--- config.mk ---
export PLATFORM = sky130hd
export DESIGN_NAME = rx_frame_check_top
export DESIGN_NICKNAME = d
export VERILOG_FILES = /design/src/common/cgmii_pkg.sv /design/src/common/mac_reg_pkg.sv /design/src/frame_check/bad_frame_counter.sv /design/src/frame_check/beat_phase_counter.sv /design/src/frame_check/frame_tracker.sv /design/src/frame_check/lane_scan.sv /design/src/reg_read_port.sv /design/src/rx_frame_check_top.sv
export SDC_FILE = /design/constraint.sdc
export NUM_CORES = 1
export LEC_CHECK = 0
export BUFFER_PORTS_ARGS = -buffer_cell sky130_fd_sc_hd__clkbuf_2
export CORE_ASPECT_RATIO = 1.25
export CORE_MARGIN = 10
export CORE_UTILIZATION = 25
export CTS_CLUSTER_DIAMETER = 30
export DETAILED_ROUTE_END_ITERATION = 12
export GPL_TIMING_DRIVEN = 0
export REMOVE_ABC_BUFFERS = 1
export SLEW_MARGIN = 40
export SYNTH_ARGS = -nofsm -noshare
export SYNTH_HDL_FRONTEND = slang
export SYNTH_SLANG_ARGS = --single-unit
--- constraint.sdc ---
create_clock -name xA_clk -period 2 [get_ports xA_clk]
set_input_delay 0.4 -clock xA_clk [delete_from_list [all_inputs] [get_ports xA_clk]]
set_output_delay 0.4 -clock xA_clk [all_outputs]
set_load 0.02 [all_outputs]
--- src/common/cgmii_pkg.sv ---
package cgmii_pkg;

    //**********************************************************************
    // bus geometry
    //**********************************************************************
    localparam int CGMII_DATA_W = 256;              // full width receive bus
    localparam int LANE_W       = 8;                // one byte per lane

    // starts are legal only on 4-lane boundaries
    localparam int SOF_ALIGN    = 4;

    //**********************************************************************
    // control characters
    //**********************************************************************
    localparam logic [LANE_W-1:0] CHAR_START = 8'hFB;   // /S/
    localparam logic [LANE_W-1:0] CHAR_TERM  = 8'hFD;   // /T/

    //**********************************************************************
    // 25G sampling
    //**********************************************************************
    localparam int PHASE_W = 2;                     // four clocks per beat

    // phase that carries the new beat
    localparam logic [PHASE_W-1:0] SAMPLE_PHASE = 2'd2;

endpackage

--- src/common/mac_reg_pkg.sv ---
package mac_reg_pkg;

    //**********************************************************************
    // register bus
    //**********************************************************************
    localparam int REG_ADDR_W = 16;
    localparam int REG_DATA_W = 32;

    // register map
    localparam logic [REG_ADDR_W-1:0] ADDR_BAD_FRAME_CNT = 16'h0040;
    localparam logic [REG_ADDR_W-1:0] ADDR_RX_STATUS     = 16'h0044;

    //**********************************************************************
    // control word fields
    //**********************************************************************
    localparam int CTRL_RX_AUTO_CLR_BIT = 7;        // fmac_ctrl rx auto clear

    // counter sits below the misaligned start sticky bit
    localparam int BAD_CNT_W = 31;

    // start strobe to done pulse, in clocks
    localparam int READ_LATENCY = 5;

endpackage

--- src/frame_check/bad_frame_counter.sv ---
`timescale 1ns/100ps

module bad_frame_counter
    import mac_reg_pkg::*;
(
    input  logic                  xA_clk,
    input  logic                  reset_,
    input  logic                  bad_frame,
    input  logic                  misaligned_sticky,
    input  logic                  fmac_rxd_en,
    input  logic                  rx_auto_clr,
    output logic [REG_DATA_W-1:0] bad_frame_reg
);

    logic                 rxd_en_q;
    logic [BAD_CNT_W-1:0] bad_cnt;

    always_ff @(posedge xA_clk) begin
        if (!reset_) begin
            rxd_en_q <= 1'b0;
            bad_cnt  <= '0;
        end else begin
            rxd_en_q <= fmac_rxd_en;
            if (!rxd_en_q) begin
                bad_cnt <= '0;                      // restart from zero on enable
            end else if (bad_frame) begin
                bad_cnt <= bad_cnt + 1'b1;
            end
        end
    end

    // sticky misaligned start bit over the count
    assign bad_frame_reg = (rx_auto_clr || !fmac_rxd_en) ? '0 : {misaligned_sticky, bad_cnt};

endmodule

--- src/frame_check/beat_phase_counter.sv ---
`timescale 1ns/100ps

module beat_phase_counter
    import cgmii_pkg::*;
(
    input  logic xA_clk,
    input  logic reset_,
    input  logic mode_25g,
    output logic beat_valid         // high on clocks that carry a new beat
);

    logic               mode_25g_q;
    logic [PHASE_W-1:0] phase;

    always_ff @(posedge xA_clk) begin
        if (!reset_) begin
            mode_25g_q <= 1'b0;
            phase      <= '0;
        end else begin
            mode_25g_q <= mode_25g;                             // rebuffer mode pin
            phase      <= mode_25g_q ? phase + 1'b1 : '0;       // free running in 25G
        end
    end

    // full rate samples every clock
    assign beat_valid = !mode_25g_q || (phase == SAMPLE_PHASE);

endmodule

--- src/frame_check/frame_tracker.sv ---
`timescale 1ns/100ps

module frame_tracker (
    input  logic xA_clk,
    input  logic reset_,
    input  logic beat_sof_valid,
    input  logic beat_sof_misaligned,
    input  logic beat_eof,
    output logic bad_frame,             // one clock per badly framed frame
    output logic in_frame,
    output logic misaligned_sticky
);

    typedef enum logic {
        CLOSED = 1'b0,
        OPEN   = 1'b1
    } frame_state_t;

    frame_state_t state;
    logic         any_sof;

    assign any_sof = beat_sof_valid || beat_sof_misaligned;

    always_ff @(posedge xA_clk) begin
        if (!reset_) begin
            state             <= CLOSED;
            bad_frame         <= 1'b0;
            misaligned_sticky <= 1'b0;
        end else begin
            // a valid start wins over a terminate in the same beat
            if (beat_sof_valid) begin
                state <= OPEN;
            end else if (beat_eof) begin
                state <= CLOSED;
            end

            bad_frame <= (beat_eof && state == CLOSED) ||               // no start
                         (any_sof && state == OPEN && !beat_eof);       // no terminate

            if (beat_sof_misaligned) begin
                misaligned_sticky <= 1'b1;          // held until reset
            end
        end
    end

    assign in_frame = (state == OPEN);

endmodule

--- src/frame_check/lane_scan.sv ---
`timescale 1ns/100ps

module lane_scan
    import cgmii_pkg::*;
#(
    parameter int DATA_WIDTH = CGMII_DATA_W
) (
    input  logic                         xA_clk,
    input  logic                         reset_,
    input  logic                         beat_valid,
    input  logic [DATA_WIDTH-1:0]        cgmii_rxd,
    input  logic [DATA_WIDTH/LANE_W-1:0] cgmii_rxc,
    output logic                         beat_sof_valid,
    output logic                         beat_sof_misaligned,
    output logic                         beat_eof
);

    localparam int LANES = DATA_WIDTH / LANE_W;

    logic [DATA_WIDTH-1:0] rxd_q;
    logic [LANES-1:0]      rxc_q;
    logic                  sof_aligned_any;
    logic                  sof_misaligned_any;
    logic                  eof_any;

    //**********************************************************************
    // input register
    //**********************************************************************
    always_ff @(posedge xA_clk) begin
        rxd_q <= cgmii_rxd;                 // lane bytes
    end

    always_ff @(posedge xA_clk) begin
        if (!reset_) begin
            rxc_q <= '0;
        end else begin
            rxc_q <= cgmii_rxc;
        end
    end

    //**********************************************************************
    // per lane character match, ORed over the beat
    //**********************************************************************
    always_comb begin
        sof_aligned_any    = 1'b0;
        sof_misaligned_any = 1'b0;
        eof_any            = 1'b0;
        for (int i = 0; i < LANES; i++) begin
            if (rxc_q[i] && rxd_q[i*LANE_W +: LANE_W] == CHAR_START) begin
                if (i % SOF_ALIGN == 0) begin
                    sof_aligned_any = 1'b1;         // lane 0, 4, 8 ...
                end else begin
                    sof_misaligned_any = 1'b1;
                end
            end
            if (rxc_q[i] && rxd_q[i*LANE_W +: LANE_W] == CHAR_TERM) begin
                eof_any = 1'b1;                     // any lane may terminate
            end
        end
    end

    // flags only live for sampled beats
    always_ff @(posedge xA_clk) begin
        if (!reset_) begin
            beat_sof_valid      <= 1'b0;
            beat_sof_misaligned <= 1'b0;
            beat_eof            <= 1'b0;
        end else begin
            beat_sof_valid      <= beat_valid && sof_aligned_any;
            beat_sof_misaligned <= beat_valid && sof_misaligned_any;
            beat_eof            <= beat_valid && eof_any;
        end
    end

endmodule

--- src/reg_read_port.sv ---
`timescale 1ns/100ps

module reg_read_port
    import mac_reg_pkg::*;
#(
    parameter int READ_LATENCY = mac_reg_pkg::READ_LATENCY
) (
    input  logic                  xA_clk,
    input  logic                  reset_,
    input  logic [REG_DATA_W-1:0] fmac_ctrl,
    input  logic                  reg_rd_start,
    input  logic [REG_ADDR_W-1:0] reg_addr,
    input  logic [REG_DATA_W-1:0] bad_frame_reg,
    input  logic                  in_frame,
    input  logic                  misaligned_sticky,
    output logic                  rx_auto_clr,
    output logic                  reg_rd_done,
    output logic [REG_DATA_W-1:0] reg_rdata
);

    // last stage of the line is the done register itself
    localparam int DEPTH = READ_LATENCY - 1;

    logic [DEPTH-1:0]      start_pipe;
    logic [REG_ADDR_W-1:0] addr_pipe [DEPTH];
    logic [REG_DATA_W-1:0] rd_mux;

    //**********************************************************************
    // read delay line, one slot per read in flight
    //**********************************************************************
    always_ff @(posedge xA_clk) begin
        if (!reset_) begin
            start_pipe <= '0;
        end else begin
            start_pipe[0] <= reg_rd_start;
            for (int i = 1; i < DEPTH; i++) begin
                start_pipe[i] <= start_pipe[i-1];
            end
        end
    end

    always_ff @(posedge xA_clk) begin
        addr_pipe[0] <= reg_addr;                   // address rides with its strobe
        for (int i = 1; i < DEPTH; i++) begin
            addr_pipe[i] <= addr_pipe[i-1];
        end
    end

    // decode at the point the read completes
    always_comb begin
        case (addr_pipe[DEPTH-1])
            ADDR_BAD_FRAME_CNT: rd_mux = bad_frame_reg;
            ADDR_RX_STATUS:     rd_mux = {{(REG_DATA_W-2){1'b0}}, misaligned_sticky, in_frame};
            default:            rd_mux = '0;        // unmapped
        endcase
    end

    always_ff @(posedge xA_clk) begin
        if (!reset_) begin
            rx_auto_clr <= 1'b0;
            reg_rd_done <= 1'b0;
            reg_rdata   <= '0;
        end else begin
            rx_auto_clr <= fmac_ctrl[CTRL_RX_AUTO_CLR_BIT];
            reg_rd_done <= start_pipe[DEPTH-1];
            if (start_pipe[DEPTH-1]) begin
                reg_rdata <= rd_mux;                // held until the next done
            end
        end
    end

endmodule

--- src/rx_frame_check_top.sv ---
`timescale 1ns/100ps

module rx_frame_check_top
    import cgmii_pkg::*;
    import mac_reg_pkg::*;
#(
    parameter int DATA_WIDTH   = CGMII_DATA_W,
    parameter int READ_LATENCY = mac_reg_pkg::READ_LATENCY
) (
    input  logic                         xA_clk,
    input  logic                         reset_,
    input  logic                         mode_25g,      // one beat every four clocks
    input  logic [DATA_WIDTH-1:0]        cgmii_rxd,
    input  logic [DATA_WIDTH/LANE_W-1:0] cgmii_rxc,
    input  logic                         fmac_rxd_en,
    input  logic [REG_DATA_W-1:0]        fmac_ctrl,
    input  logic                         reg_rd_start,
    input  logic [REG_ADDR_W-1:0]        reg_addr,
    output logic                         reg_rd_done,
    output logic [REG_DATA_W-1:0]        reg_rdata
);

    logic                  beat_valid;
    logic                  beat_sof_valid;
    logic                  beat_sof_misaligned;
    logic                  beat_eof;
    logic                  bad_frame;
    logic                  in_frame;
    logic                  misaligned_sticky;
    logic                  rx_auto_clr;
    logic [REG_DATA_W-1:0] bad_frame_reg;

    //**********************************************************************
    // frame check pipeline
    //**********************************************************************
    beat_phase_counter beat_phase_counter_i (
        .xA_clk     (xA_clk),
        .reset_     (reset_),
        .mode_25g   (mode_25g),
        .beat_valid (beat_valid)
    );

    lane_scan #(
        .DATA_WIDTH (DATA_WIDTH)
    ) lane_scan_i (
        .xA_clk              (xA_clk),
        .reset_              (reset_),
        .beat_valid          (beat_valid),
        .cgmii_rxd           (cgmii_rxd),
        .cgmii_rxc           (cgmii_rxc),
        .beat_sof_valid      (beat_sof_valid),
        .beat_sof_misaligned (beat_sof_misaligned),
        .beat_eof            (beat_eof)
    );

    frame_tracker frame_tracker_i (
        .xA_clk              (xA_clk),
        .reset_              (reset_),
        .beat_sof_valid      (beat_sof_valid),
        .beat_sof_misaligned (beat_sof_misaligned),
        .beat_eof            (beat_eof),
        .bad_frame           (bad_frame),
        .in_frame            (in_frame),
        .misaligned_sticky   (misaligned_sticky)
    );

    bad_frame_counter bad_frame_counter_i (
        .xA_clk            (xA_clk),
        .reset_            (reset_),
        .bad_frame         (bad_frame),
        .misaligned_sticky (misaligned_sticky),
        .fmac_rxd_en       (fmac_rxd_en),
        .rx_auto_clr       (rx_auto_clr),
        .bad_frame_reg     (bad_frame_reg)
    );

    //**********************************************************************
    // host register access
    //**********************************************************************
    reg_read_port #(
        .READ_LATENCY (READ_LATENCY)
    ) reg_read_port_i (
        .xA_clk            (xA_clk),
        .reset_            (reset_),
        .fmac_ctrl         (fmac_ctrl),
        .reg_rd_start      (reg_rd_start),
        .reg_addr          (reg_addr),
        .bad_frame_reg     (bad_frame_reg),
        .in_frame          (in_frame),
        .misaligned_sticky (misaligned_sticky),
        .rx_auto_clr       (rx_auto_clr),
        .reg_rd_done       (reg_rd_done),
        .reg_rdata         (reg_rdata)
    );

endmodule

==> metrics.cfg, run 1 <==
[synthesis]
yosysWarnings = 0
synth_largest_area_cell = dfxtp_1
synth_edf_count = 0
syn_area_um2 = 11200
yosys.area.top_type_share_pct = 76.7
synth_cell_type_count = 40
ys_seq_elements = 431
synth_area_leaders = dfxtp_1 77%, nand4_1 2.6%, and2_1 2.4%
synth_most_common_cell = dfxtp_1
synth-async-reset-ratio_pct = 0
synth_common_cells = 431 x dfxtp_1, 47 x nand4_1, 45 x nand3_1
avgSynthCellArea_um2 = 13.2
syn_inst = 851
ys_seq_area_share_pct = 76.7
synth_ff_type = dfxtp_1

[placement]
io_buffers = 342
routabilityCongestion = 0.803
dp_slack_ps = -354
hpwl_mm = 24.1
dp_cells = 1752

[detailed_routing]
viasPerCell = 4.20
firstDrtPassIters = 4
antenna_left = 0
wl_per_cell_um = 17.7
drc = 0
drt-total-wl_mm = 39.0
vias = 9255
first_iter_violations = 389

[worst_setup_path]
crit_type = flip-flop to flip-flop
crit_top_cell = nand4_1
cpMaxStageDelayCell = a2111oi_1
reg2reg_to = lane_scan_i.beat_eof
crit_family = compound AO/OA/AOI/OAI gates
worst-path-max-fanout = 2
crit_path_end_kind = flip-flop
path_buf_inv = 0
crit_chain = nand4_1 -> nor4_1 -> a2111oi_1 -> nand4_1 -> o31a_1
worst_setup_path_start_kind = flip-flop
reg2reg_slack_ps = 120
r2r_start = lane_scan_i.rxd_q[62]
arrival_ps = 2350
cpPeakStageDelay_ps = 760
ff2ff_path_depth = 5
worstPathRequired_ps = 2470

[hold_path]
hp-start = cgmii_rxc[0]
hp-class = input port to flip-flop
hold_end = lane_scan_i.rxc_q[0]
min_path_cells = 2

[floorplanning]
rows = 86
start_util_pct = 25.4
fp.dieArea_um2 = 53900
ios = 374
die_w_um = 210
fp.dieH_um = 257
core_area_um2 = 44300

[finish]
largest_register_ffs = 256
finish.utilization_pct = 43.4
layout.cells.non_filler = 2201
syn2layout_area_growth_pct = 71.1
drive_gt1_share_pct = 30.3
num-nets-final = 1899
top_regs = lane_scan_i.rxd_q (256), reg_read_port_i.addr_pipe (64)
top_register = lane_scan_i.rxd_q

[cts]
clock_latency_ps = 600
path_clk_slew_ps = 50
cts_root_buf = clkbuf_16
tritoncts = yes
clock-sinks = 431
clk_path_buf_depth = 3
htreeDepth = 3
cts_made_buffers = 72

[global_route]
grt_pass1_wl_mm = 58.7
grt_max_degree = 52
grt_use_total_pct = 14.1
antenna_found_initial = 13
grt-ovfl-total = 0
grt_pass1_vias = 10500

[run]
maxCapViolCount = 0

[timing]
hold_ws_ps = 45.2
min_period_over_period_pct = 94.2
drv_slew = 0
setup_viol = 0
finalHoldViolations = 0
slew_headroom_pct = 45.0
setup_slack_ps = 115
finClkSkew_ps = 18.0
period_needed_ps = 1880
clock.fmax_mhz = 531
worst_pin_slew_ps = 822

[power_and_ir_drop]
peakVddDrop_v = 0.000763
power_density_nw_per_um2 = 1170
fin_total_pwr_mw = 22.6
p_leak_nw = 8.31

[status]
status = complete, no violations

cell usage in the layout, fill, tap and decap left out, drive strengths merged, types with 2 or more instances in the layout:
master       instances
o21ai                7
nand3               46
clkbuf             428
nor2b                3
a2111oi              4
clkinv              18
dlygate4sd3        298
dfxtp              431
buf                  4
or4                  2
nand2               11
diode               13
xor2                22
o21a                 2
nor3                 2
inv                 52
ha                   2
bufinv               7
nand2b               3
nor2                41
and3                 2
a31oi                5
clkinvlp             8
and2                44
o31a                 2
a22o                31
or3                  5
nor4                37
nor4b               27
xnor2                2
a21oi                5
a21boi               5
nand4               49
and4                 6
power breakdown:
group | total [mW] | switching [mW] | internal, mW
clock network | 12.5 | 4.50 | 7.98
registers | 9.13 | 0.137 | 8.99
logic | 0.968 | 0.319 | 0.649
total | 22.6 | 4.95 | 17.6
what timing repair did:
action | CTS | global route
hold buffers | 298 | 0
pin swaps | 1 | 1
gates resized for setup | 1 | 2
setup buffers | 2 | 1
hold endpoints to repair | 298 | 0
setup endpoints to repair | 32 | 30
cloned | 0 | 1
worst max path at each step:
stage / from / end / slack, ps / depth (start not counted)
final: lane_scan_i.rxd_q[62] / lane_scan_i.beat_eof / 120 / 5
after global routing: bad_frame_counter_i.bad_cnt[0] / bad_frame_counter_i.bad_cnt[30] / -3 / 6
after CTS: reg_read_port_i.addr_pipe[3][5] / reg_read_port_i.reg_rdata[1] / 80 / 4
after detailed placement: reset_ / bad_frame_counter_i.bad_cnt[26] / -350 / 4
after global placement: reset_ / reg_read_port_i.reg_rdata[23] / -1400 / 3
after floorplan: reset_ / reg_read_port_i.reg_rdata[10] / 270 / 2
metrics by stage:
stage          area [µm²]  setup TNS, ps
2_1_floorplan       11200              0
3_3_place_gp        13600         -64500
3_5_place_dp        13700          -2890
4_1_cts             19200              0
5_1_grt             19200          -3.44
6_report            19200              0
final cells by class:
| cell class | count | area (µm²) |
|---|---|---|
| multi-input cells | 369 | 2480 |
| clock inverters | 48 | 569 |
| diodes | 13 | 32.5 |
| inverters | 37 | 139 |
| repair buffers | 645 | 4740 |
| fillers | 3931 | 25100 |
| clock buffers | 86 | 1940 |
| well taps | 572 | 716 |
| flip-flops and latches | 431 | 8630 |
cells by family after synthesis:
family	share of synthesized area (%)
AOI/OAI and AO/OA	4.24
muxes	0.0890
buffers and inverters	1.74
DFF	76.7
adders and majority gates	0.222
xor gates and xnor gates	1.87
and+or+nand+nor	15.1
routing by layer:
| layer | part of all wire (%) | vias up | global-route usage (%) |
|---|---|---|---|
| met5 | 0 | - | 0 |
| met4 | 3.8 | 0 | 7.92 |
| met3 | 7.2 | 102 | 4.77 |
| met2 | 52 | 348 | 25.1 |
| met1 | 37 | 4380 | 14.1 |
| li1 | - | 4425 | - |
No activity file was read; power rests on OpenSTA's default activity.
==> run 2: changes to the inputs <==
==> constraint.sdc (replaced) <==
create_clock -name xA_clk -period 2.2 [get_ports xA_clk]
set_input_delay 0.44 -clock xA_clk [delete_from_list [all_inputs] [get_ports xA_clk]]
set_output_delay 0.44 -clock xA_clk [all_outputs]
set_load 0.02 [all_outputs]
==> run 2 against run 1 <==
- utilization decreased by 0.62 points
- fmax decreased by 5.0%
- design area fell by 1.4%
- clock skew rose by 1.0 ps
- clock-buffer cell count stayed put
- global-route usage fell by 0.33 points
- largest cell class unchanged
==> metrics.cfg, run 2 (synthesis gave the netlist of run 1 again) <==
[power_and_ir_drop]
intPower_mw = 16.0  ; -9.3%
pwr-share-clk_pct = 55.4  ; about the same
p_seq_share_pct = 40.6  ; +0.2 points
peakVddDrop_v = 0.000747  ; -2.1%
fin_total_pwr_mw = 20.4  ; -9.4%
p_sw_mw = 4.46  ; -9.8%
combPwrFrac_pct = 4.1  ; -0.2 points
p_leak_nw = 8.21  ; -1.3%
power_density_nw_per_um2 = 1080  ; -8.1%
switching_share_pct = 21.8  ; -0.11 points

[timing]
min_period_over_period_pct = 90.2  ; -4.0 points
drv_slew = 0  ; unchanged
hold_ws_ps = 61.5  ; +16.3 ps
tns_ps = 0  ; unchanged
finClkSkew_ps = 19.0  ; +1.05 ps
setup_slack_ps = 215  ; +99.9 ps
worst_pin_slew_ps = 790  ; -32.5 ps
setup_viol = 0  ; unchanged
period_needed_ps = 1980  ; +100 ps
clock.fmax_mhz = 504  ; -5.0%
slew_headroom_pct = 47.2  ; +2.2 points
grt_setup_unrepaired = false
finalHoldViolations = 0  ; unchanged

[placement]
io_buffers = 342  ; unchanged
routabilityCongestion = 0.803  ; unchanged
hpwl_mm = 24.1  ; unchanged
dp_slack_ps = -194  ; +160 ps
dp_cells = 1752  ; unchanged

[worst_setup_path]
cpPeakStageDelay_ps = 410  ; -350 ps
worstPathRequired_ps = 2690  ; +220 ps
crit_path_end_kind = flip-flop
path_buf_inv = 0  ; unchanged
cpMaxStageDelayCell = nor3_4
arrival_ps = 2470  ; +120 ps
crit_family = simple AND/OR/NAND/NOR gates
worst-path-max-fanout = 7  ; +5
crit_type = flip-flop to flip-flop
crit_chain = ha_1 -> nand4_1 -> nor3_4 -> nand3_2 -> or3_1 -> a21oi_1
worst_setup_path_start_kind = flip-flop
reg2reg_slack_ps = 220  ; +100 ps

[detailed_routing]
viasPerCell = 4.16  ; -1.0%
vias = 9042  ; -2.3%
drc = 0  ; unchanged
drt-total-wl_mm = 38.0  ; -2.5%
firstDrtPassIters = 4  ; unchanged
first_iter_violations = 350  ; -10%
wl_per_cell_um = 17.5  ; -1.3%
antenna_left = 0  ; unchanged

[floorplanning]
start_util_pct = 25.4  ; unchanged
core_area_um2 = 44300  ; unchanged
fp.dieArea_um2 = 53900  ; unchanged
fp.dieH_um = 257  ; unchanged
rows = 86  ; unchanged
ios = 374  ; unchanged
die_w_um = 210  ; unchanged

[global_route]
grt_pass1_wl_mm = 57.2  ; -2.6%
grt_max_degree = 52  ; unchanged
antenna_found_initial = 10  ; -3
grt_pass1_vias = 10100  ; -3.1%
grt-ovfl-total = 0  ; unchanged
grt_use_total_pct = 13.8  ; -0.33 points

[cts]
clk_path_buf_depth = 3  ; unchanged
cts_root_buf = clkbuf_16
cts_made_buffers = 72  ; unchanged
path_clk_slew_ps = 50  ; about the same
tritoncts = yes
clock-sinks = 431  ; unchanged
htreeDepth = 3  ; unchanged
clock_latency_ps = 580  ; -20 ps

[finish]
drive_gt1_share_pct = 30.8  ; +0.49 points
syn2layout_area_growth_pct = 68.7
num-nets-final = 1873  ; -1.4%
top_register = lane_scan_i.rxd_q
layout.cells.non_filler = 2173  ; -1.3%
layout_common_cells = 431 x dfxtp_1, 341 x clkbuf_2, 272 x dlygate4sd3_1
top_regs = lane_scan_i.rxd_q (256), reg_read_port_i.addr_pipe (64)
layout_commonest_cell = dfxtp_1
largest_register_ffs = 256  ; unchanged

[hold_path]
hp-class = input port to flip-flop

[status]
status = complete, no violations

[run]
maxCapViolCount = 0  ; unchanged

-- run 2: cell types whose count changed in the layout (fill, tap and decap cells not counted) --
cell           before  now
dlygate4sd3_1     298  272
diode_2            13   11
and3_4              2    1
buf_4               3    4
nor2_2              0    1
nor2_4              2    1
-- run 2: path summary, 6_finish.rpt --
check | from | end | cells after the start
worst max register to register | bad_frame_counter_i.bad_cnt[0] | bad_frame_counter_i.bad_cnt[30] | 6
worst min register to register | reg_read_port_i.addr_pipe[0][6] | reg_read_port_i.addr_pipe[1][6] | 0
worst min-delay path | cgmii_rxc[10] | lane_scan_i.rxc_q[10] | 2
worst max-delay path | bad_frame_counter_i.bad_cnt[0] | bad_frame_counter_i.bad_cnt[30] | 6
-- run 2: layout make-up --
cell class              count  area, µm²
inverters                  37        139
clock inverters            48        569
repair buffers            620       4490
clock buffers              86       1940
fillers                  3960      25400
well taps                 572        716
multi-input cells         368       2460
diodes                     11       27.5
flip-flops and latches    431       8630
-- run 2: worst reg2reg max path: cells and delay by family, from the launching register on --
kind / cells / cell delay [ps]
adders and majority gates: 1 / 220
and+or+nand+nor: 4 / 1150
DFF: 1 / 400
AOI/OAI and AO/OA: 1 / 140
-- run 2: repair_timing --
| item | 4_1_cts | 5_1_grt |
|---|---|---|
| buffers inserted | 0 | 4 |
| hold endpoints to repair | 272 | 0 |
| hold buffers | 272 | 0 |
| resized for setup | 0 | 1 |
| setup endpoints to repair | 0 | 32 |
-- run 2: power by group through the flow --
stage | Sequential, mW | Clock [mW] | Combinational (mW)
6_report | 8.29 | 11.3 | 0.832
5_1_grt | 8.32 | 11.9 | 0.894
4_1_cts | 8.28 | 11.5 | 0.806
3_5_place_dp | 8.44 | 0 | 0.400
3_3_place_gp | 8.43 | 0 | 0.384
2_1_floorplan | 8.40 | 0 | 0.0867
-- run 2: stage by stage --
step	utilization, %	area, µm²
after floorplan	-	11200
after global placement	30.7	13600
after detailed placement	30.9	13700
after CTS	42.7	18900
after global routing	42.8	19000
final	42.8	19000
-- run 2: layer usage --
metal / wire (µm) / track usage, % / up-vias
met4: 1500 / 7.42 / 0
li1: - / - / 4377
met3: 2410 / 4.75 / 101
met5: 0 / 0 / -
met1: 14200 / 13.7 / 4232
met2: 19900 / 24.7 / 332
